<file path="src/xr_pkg.sv">
// XR memory shared definitions
`default_nettype none

package xr_pkg;

    // address widths of each memory
    localparam int COLOR_W = 8;
    localparam int TILE_W = 13;
    localparam int TILE2_W = 10;
    localparam int COPP_W = 10;
    localparam int XREG_W = 7;

    localparam logic [15:0] XR_VERSION = 16'h0103;

    // top two XR address bits
    localparam logic [1:0] REGION_REGS = 2'b00;
    localparam logic [1:0] REGION_COLOR = 2'b01;
    localparam logic [1:0] REGION_TILE = 2'b10;
    localparam logic [1:0] REGION_COPP = 2'b11;

    typedef logic [15:0] word_t;
    typedef logic [15:0] addr_t;
    typedef logic [15:0] argb_t;
    typedef logic [COLOR_W-1:0] color_addr_t;
    typedef logic [TILE_W-1:0] tile_addr_t;
    typedef logic [COPP_W-1:0] copp_addr_t;
    typedef logic [31:0] copp_word_t;
    typedef logic [XREG_W-1:0] xreg_addr_t;

    // host port request, read or write
    typedef struct packed {
        logic  sel;
        logic  wr;
        addr_t addr;
        word_t data;
    } xr_req_t;

    // copper port request, write only
    typedef struct packed {
        logic  sel;
        addr_t addr;
        word_t data;
    } copp_req_t;

    typedef struct packed {
        logic       wr;
        xreg_addr_t addr;
        word_t      data;
    } xreg_bus_t;

endpackage

`default_nettype wire
</file>
<file path="src/xr_regs.sv">
// XR configuration registers
`default_nettype none
`timescale 1ns/1ps

module xr_regs
    import xr_pkg::*;
(
    input  wire logic      clk,
    input  wire logic      reset_i,
    input  wire xreg_bus_t xreg_i,
    output      word_t     xreg_data_o
);

    word_t regs [16];
    logic  in_file;

    // addresses 0..15 map onto the register file
    assign in_file = (xreg_i.addr[XREG_W-1:4] == '0);

    always_ff @(posedge clk) begin
        if (reset_i) begin
            for (int i = 0; i < 16; i++) begin
                regs[i] <= '0;
            end
        end else if (xreg_i.wr && in_file) begin
            regs[xreg_i.addr[3:0]] <= xreg_i.data;
        end
    end

    // read is combinational for the address on the bus
    always_comb begin
        if (in_file) begin
            xreg_data_o = regs[xreg_i.addr[3:0]];
        end else if (xreg_i.addr == xreg_addr_t'(16)) begin
            xreg_data_o = XR_VERSION;
        end else begin
            xreg_data_o = '0;
        end
    end

    // writes outside the file are dropped, but their data should still be clean
    a_hi_wr_known : assert property (
        @(posedge clk) disable iff (reset_i)
        (xreg_i.wr && !in_file) |-> !$isunknown(xreg_i.data)
    );

endmodule

`default_nettype wire

</file>
<file path="config.mk">
export PLATFORM = sky130hd
export DESIGN_NAME = xr_regs
export DESIGN_NICKNAME = d
export VERILOG_FILES = /design/src/xr_pkg.sv /design/src/xr_regs.sv
export SDC_FILE = /design/constraint.sdc
export NUM_CORES = 1
export LEC_CHECK = 0
export ABC_AREA = 0
export BUFFER_PORTS_ARGS = -buffer_cell sky130_fd_sc_hd__buf_2
export CAP_MARGIN = 20
export CORE_MARGIN = 3
export CORE_UTILIZATION = 60
export CTS_CLUSTER_SIZE = 12
export DETAILED_ROUTE_END_ITERATION = 10
export PLACE_DENSITY = 0.78
export SLEW_MARGIN = 15
export SYNTH_ARGS = -nofsm -noshare
export SYNTH_HDL_FRONTEND = slang
export SYNTH_SLANG_ARGS = --single-unit
</file>
<file path="constraint.sdc">
create_clock -name clk -period 3.9 [get_ports clk]
set_input_delay 0.78 -clock clk [delete_from_list [all_inputs] [get_ports clk]]
set_output_delay 0.78 -clock clk [all_outputs]
set_load 0.02 [all_outputs]
</file>
Word-level counts from Yosys, hierarchy flattened
Memory sizes are Yosys's and may differ from the RTL's.
Index checks and enable logic that the tools add are counted.
Widths: inputs -> output; s select.
{"block": "totals", "ff_bits": 0, "ram_bits": 256, "input_bits": 26, "out_inout_bits": 16, "mem_count": 1}
{"block": "op_classes", "eq_ne": 1, "mux": 10, "n_reduce_logical": 3}
{"memory": "regs", "words": 16, "word_bits": 16, "rd": 1, "rd_clocked_by_memory_dff": 0, "wr": 16, "line_no": "xr_regs.sv:14", "text": "word_t regs [16];"}
{"op": "$mux 16", "n": 2}
{"op": "$reduce_or 16->1", "n": 1}
{"op": "$mux 9", "n": 1}
{"op": "$eq 7x5->1 const B", "n": 1}
{"op": "$mux 1", "n": 6}
{"op": "$mux 4", "n": 1}
{"op": "$logic_not 3->1", "n": 1}
{"op": "$logic_and 1x1->1", "n": 1}

Longest topological paths before layout
Gate-level depths: netlist of the first run.
{"block": "depth", "word_depth": 7, "mapped_depth": 7, "mapped_depth_nobuf": 4}

Worst setup path before layout of the first run
No wires, ideal clock.
{"block": "synth_timing", "path_kind": "input-to-output", "from": "input xreg_i[16] in the netlist's numbering", "to": "output xreg_data_o[8]", "arrival_ps": 2169, "t_required_ps": 3120, "path_slack_ps": 951, "cell_stages": 6, "path_buffers": 3, "path_cell_list": "clkbuf_1 -> buf_6 -> buf_4 -> mux4_2 -> a22oi_1 -> o211ai_1"}
{"block": "synth_between", "elab_chain_len": 3}
{"element": "start: declaration", "line_no": "xr_regs.sv:10", "text": "input wire xreg_bus_t xreg_i,"}
{"element": "branches (longest 2 deep; another with $mem_v2 16x16)"}
{"element": "$mux 16 *", "line_no": "xr_regs.sv:32", "text": "if (in_file) begin"}
{"element": "end: declaration", "line_no": "xr_regs.sv:11", "text": "output word_t xreg_data_o"}
Mark *: on every way between the ends.

Worst setup path in the final report of the first run
{"block": "layout_timing", "from": "input xreg_i[16] in the netlist's numbering", "to": "output xreg_data_o[7]"}
{"block": "layout_between", "elab_chain_len": 2}
{"element": "$mem_v2 16x16"}
{"element": "$mux 16", "line_no": "xr_regs.sv:32"}
Every way passes these cells.

==> flow_metrics.tcl, run 1 <==
set metrics [dict create \
    status "finished, final reports clean" \
    p_leak_uw 0.004584 \
    holdWs_ns 0.7210 \
    io_buffers 41 \
    core-area_um2 18890 \
    postCtsSetupBuffers 0 \
    synth_cells 729 \
    power_uw 5781 \
    synth_area_per_cell_um2 16.03 \
    reg_top3 "regs (256)" \
    die_h_um 145.6 \
    vias 6390 \
    fin_tns_setup_ns 0 \
    path_class "primary input to output pin" \
    synth_warnings 0 \
    worstSetupStartpointType "primary input" \
    drive_gt1_share_pct 23.03 \
    cp_top_family "buffers and inverters" \
    num_rows 50 \
    path_common_cell "buf_4" \
    setup_viol 0 \
    syn_nets 755 \
    path_max_fanout 24 \
    io_pins 42 \
    clk_path_buf_depth 3 \
    cts.htree.levels 1 \
    crit_chain "buf_4 -> buf_4 -> mux4_2 -> mux2i_1 -> o22ai_1 -> buf_2" \
    start_util_pct 61.85 \
    cp_slowest_cell "mux4_2" \
    clock_sinks 256 \
    rsz0062_at_grt "false" \
    tritoncts "yes" \
    critical-path-max-stage-delay_ns 0.54 \
    synth_seq_area_share_pct 65.78 \
    grt_first_pass_wirelength_um 40240 \
    nFillCells 1290 \
    vdd_drop_max_uv 388.6 \
    dp_cells 996 \
    synth_top_family_by_area "simple AND/OR/NAND/NOR gates" \
    drtIter0Drc 570 \
    placed_area_um2 12170 \
    drc 0 \
    endpoint_kind "output pin" \
    finish.net_count 790 \
    gr-total-overflow 0 \
    drv_cap 0 \
    post-dp-hpwl_um 16100 \
    clkSlewWorstSetupHoldPaths_ns 0.06 \
    cts_buffers 26 \
    critPathRequiredTime_ns 3.12 \
    top_register "regs" \
    finalNonFillerCells 1033 \
    die_w_um 145.6 \
    insertedDiodeCount 0 \
    wire_per_inst_um 25.02 \
    viasPerCell 6.186 \
    clock-root-buffer "clkbuf_16" \
    place_congestion 0.8042 \
    finalCriticalPeriod_ns 3.544 \
    min_path_type "primary input to register" \
    synth_cell_types 25 \
    die-area_um2 21190 \
    finalCritPeriodShare_pct 90.87 \
    slew_viol_final 0 \
    synth_fa_ha_area_share_pct 0 \
    slew_headroom_pct 37.62 \
    synth-xor-area-share_pct 0 \
    hold_buffers 0 \
    arrival_ns 2.76 \
    crit_buf_inv 3 \
    stdcell_area_um2 12890 \
    ys_ff_latch 256 \
    synthMuxAreaShare_pct 14.82 \
    antenna_found_initial 0 \
    fmax_ghz 0.2822 \
    hold_viol 0 \
    grt_pass1_vias 6779 \
    dr.pass1.iters 5 \
    synth_compound_area_share_pct 1.081 \
    grtUsageTotal_pct 25.07 \
    synth-simple-area-share_pct 16.13 \
    grt_max_degree 34 \
    tightestPinTransition_ns 0.9322 \
    ant_nets 0 \
    cts_resized 0 \
    syn-cell-area_um2 11690 \
    power.density_nw_per_um2 448.6 \
    area_delta_synth_final_pct 10.28 \
    largest_reg_flops 256 \
    wl_um 25850 \
]
## kinds of logic (layout without fill, tap and decap cells)
logic type             count (synthesis)  in the layout
buffers and inverters                 57            101
AOI/OAI and AO/OA                     19             19
DFF                                  256            256
and+or+nand+nor                      304            304
muxes                                 93             93
## cell type report
class	instances	area, um2	area share (%)
Clock buffer	30	686.9	5.330
Clock inverter	7	30.03	0.2330
Inverter	1	3.754	0.02913
Multi-Input combinational cell	416	3744	29.05
Sequential cell	256	7687	59.65
Tap cell	260	325.3	2.524
Timing Repair Buffer	63	410.4	3.184
## stage by stage
step / worst slack [ns] / utilization, %
after floorplan: 0.9514 / -
final: 0.3560 / 68.21
after CTS: 0.3341 / 68.21
after detailed placement: 0.3410 / 64.42
after global placement: 0.4161 / 64.42
after global routing: 0.2566 / 68.21
## cell usage in the layout, fill, tap and decap left out, types with 2 or more instances in the layout
cell type / count
mux2i_1: 29
nor2_1: 15
nand4b_1: 2
buf_2: 40
nand3_1: 2
mux4_2: 64
nand2_1: 3
clkbuf_1: 3
clkbuf_16: 27
or2_2: 16
a22oi_1: 3
clkinv_1: 4
and2_1: 256
buf_12: 3
o22ai_1: 13
nor3_2: 4
buf_4: 20
edfxtp_1: 256
clkinv_2: 3
o211ai_1: 3
## worst paths after layout
path	cells after the start	startpoint	to	slack, ns
worst min-delay path	2	xreg_i[6]	regs[10][6]$_SDFFCE_PN0P_	0.72
worst max-delay path	6	xreg_i[16]	xreg_data_o[7]	0.36
## where the power goes
group	switching, uW	leakage [uW]	internal (uW)
Sequential	41.9	0.00243	3160
Combinational	238	0.00180	164
Clock	944	0.000354	1230
Total	1220	0.00458	4560
## metal layers
layer,global-route usage (%),vias up,share of wire (%)
li1,-,2759,-
met1,36.35,3269,42
met2,40.41,307,48
met3,3.831,55,7.9
met4,7.407,0,2.5
met5,0,-,0
## cell usage after synthesis (all sizes together)
cell type  count  area (um2)
a22oi          3       22.52
and2         256        1602
inv            1       3.750
o211ai         3       22.52
nor2          15       56.30
clkbuf        37       142.6
mux2i         29       290.3
nor3           5       56.31
nand4          1       6.260
or4            1       7.510
buf           19       108.9
or2           16       100.1
nor4           1       6.260
edfxtp       256        7687
mux4          64        1441
nand2          3       11.26
nor2b          1       6.260
nand4b         2       17.52
nand2b         1       6.260
nand3          2       10.01
o22ai         13       81.33
Power figures use the tool's default switching activity.
==> inputs of run 2 (changes only) <==
--- a/config.mk
+++ b/config.mk
@@ -8,7 +8,7 @@
 export ABC_AREA = 0
 export BUFFER_PORTS_ARGS = -buffer_cell sky130_fd_sc_hd__buf_2
 export CAP_MARGIN = 20
-export CORE_MARGIN = 3
+export CORE_MARGIN = 2
 export CORE_UTILIZATION = 60
 export CTS_CLUSTER_SIZE = 12
 export DETAILED_ROUTE_END_ITERATION = 10
==> run 2 against run 1 <==
Compared with the run above:
- setup slack better by 0.059 ns
- core utilization is 1.1 points lower
- largest power group unchanged
- highest routed layer unchanged
- combinational power hardly changed
- largest cell class unchanged
- critical endpoint is now xreg_data_o[6]
- sequential share of layout area is 0.24 points lower
- global-route usage is 1.8 points higher
- sequential cell count stayed put
- critical path depth stayed put
- cell area is 0.40% higher
- count of clock-buffer cells in the layout is 1 higher
- non-clock buffer count is 1 higher
==> flow_metrics.tcl, run 2 (same netlist as run 1, synthesis figures left out) <==
set metrics [dict create \
    io_buffers 41 \
    grtUsageTotal_pct 26.88 \
    drtIter0Drc 684 \
    finalCritPeriodShare_pct 89.36 \
    finish.net_count 791 \
    fmax_ghz 0.2869 \
    cp_slowest_cell "mux4_2" \
    p_sw_uw 1236 \
    path_max_fanout 26 \
    grt_first_pass_wirelength_um 40090 \
    dp_cells 1002 \
    crit_cells 6 \
    vdd_drop_max_uv 309.3 \
    slew_headroom_pct 50.95 \
    min_path_type "primary input to register" \
    tritoncts "yes" \
    cp_top_family "buffers and inverters" \
    path_class "primary input to output pin" \
    finalNonFillerCells 1039 \
    largest_reg_flops 256 \
    clkPwrFrac_pct 38.5 \
    num_rows 51 \
    combPwrFrac_pct 6.9 \
    post-dp-hpwl_um 16110 \
    hold_viol 0 \
    cts_buffers 26 \
    finalCriticalPeriod_ns 3.485 \
    placed_area_um2 12200 \
    grt_pass1_vias 6609 \
    antenna_found_initial 0 \
    postCtsSetupBuffers 0 \
    ant_nets 0 \
    start_util_pct 60.64 \
    wl_um 26190 \
    endpoint_kind "output pin" \
    core-area_um2 19270 \
    die_w_um 143.6 \
    clk_path_buf_depth 3 \
    wire_per_inst_um 25.21 \
    clock_sinks 256 \
    netSwitchingFraction_pct 21.09 \
    nFillCells 1288 \
    reg_top3 "regs (256)" \
    critical-path-max-stage-delay_ns 0.52 \
    viasPerCell 6.177 \
    clock-root-buffer "clkbuf_16" \
    fin_tns_setup_ns 0 \
    seq_power_share_pct 54.6 \
    p_leak_uw 0.004604 \
    power.density_nw_per_um2 453.0 \
    area_delta_synth_final_pct 10.72 \
    die_h_um 143.6 \
    status "finished, final reports clean" \
    clkSlewWorstSetupHoldPaths_ns 0.06 \
    gr-total-overflow 0 \
    hold_buffers 0 \
    grt_max_degree 69 \
    drv_cap 0 \
    io_pins 42 \
    top_register "regs" \
    arrival_ns 2.71 \
    cts.htree.levels 1 \
    crit_buf_inv 3 \
    die-area_um2 20610 \
    hold_path_depth 2 \
    vias 6418 \
    cts_resized 0 \
    slew_viol_final 0 \
    drc 0 \
    dr.pass1.iters 5 \
    drive_gt1_share_pct 23.13 \
    layout_common_cells "and2_1, edfxtp_1, mux4_2" \
    crit_chain "buf_4 -> buf_12 -> mux4_2 -> mux2i_1 -> o22ai_1 -> buf_2" \
    critPathRequiredTime_ns 3.12 \
    stdcell_area_um2 12940 \
    rsz0062_at_grt "false" \
    insertedDiodeCount 0 \
    setup_viol 0 \
    place_congestion 0.8134 \
    worstSetupStartpointType "primary input" \
    tightestPinTransition_ns 0.7339 \
    intPower_uw 4625 \
]
==> run 2: through the flow <==
stage	util [%]	worst slack, ns	hold slack [ns]	power [uW]
after floorplan	-	0.9514	0.9782	3506
after global placement	63.29	0.4190	1.246	3641
after detailed placement	63.29	0.4045	1.252	3663
after CTS	67.14	0.3996	0.7106	5881
after global routing	67.14	0.3067	0.7506	6023
final	67.14	0.4148	0.7224	5861
==> run 2: final timing paths <==
path / slack [ns] / startpoint / end
setup / recovery: 0.41 / xreg_i[16] / xreg_data_o[6]
hold / removal: 0.72 / xreg_i[8] / regs[9][8]$_SDFFCE_PN0P_
==> run 2: power groups by stage <==
stage | combinational [uW] | clock [uW] | sequential (uW)
2_1_floorplan | 270 | 0 | 3240
3_3_place_gp | 394 | 0 | 3250
3_5_place_dp | 405 | 0 | 3260
4_1_cts | 408 | 2270 | 3200
5_1_grt | 429 | 2380 | 3210
6_report | 405 | 2250 | 3200
==> run 2: area by class of cell <==
class | count | area [um2] | share of cell area (%)
Inverter | 1 | 3.754 | 0.02901
Sequential cell | 256 | 7687 | 59.41
Tap cell | 265 | 331.6 | 2.563
Multi-Input combinational cell | 416 | 3744 | 28.93
Clock buffer | 31 | 690.7 | 5.338
Clock inverter | 6 | 51.30 | 0.3965
Timing Repair Buffer | 64 | 430.4 | 3.327
==> run 2: routing by layer <==
metal	vias to the layer above	track usage [%]	part of all wire, %	wire (um)
met5	-	0	0	0
met4	0	6.863	2.5	667
met3	59	4.165	7.8	2038
met2	309	44.41	49	12840
met1	3286	38.21	41	10640
li1	2764	-	-	-
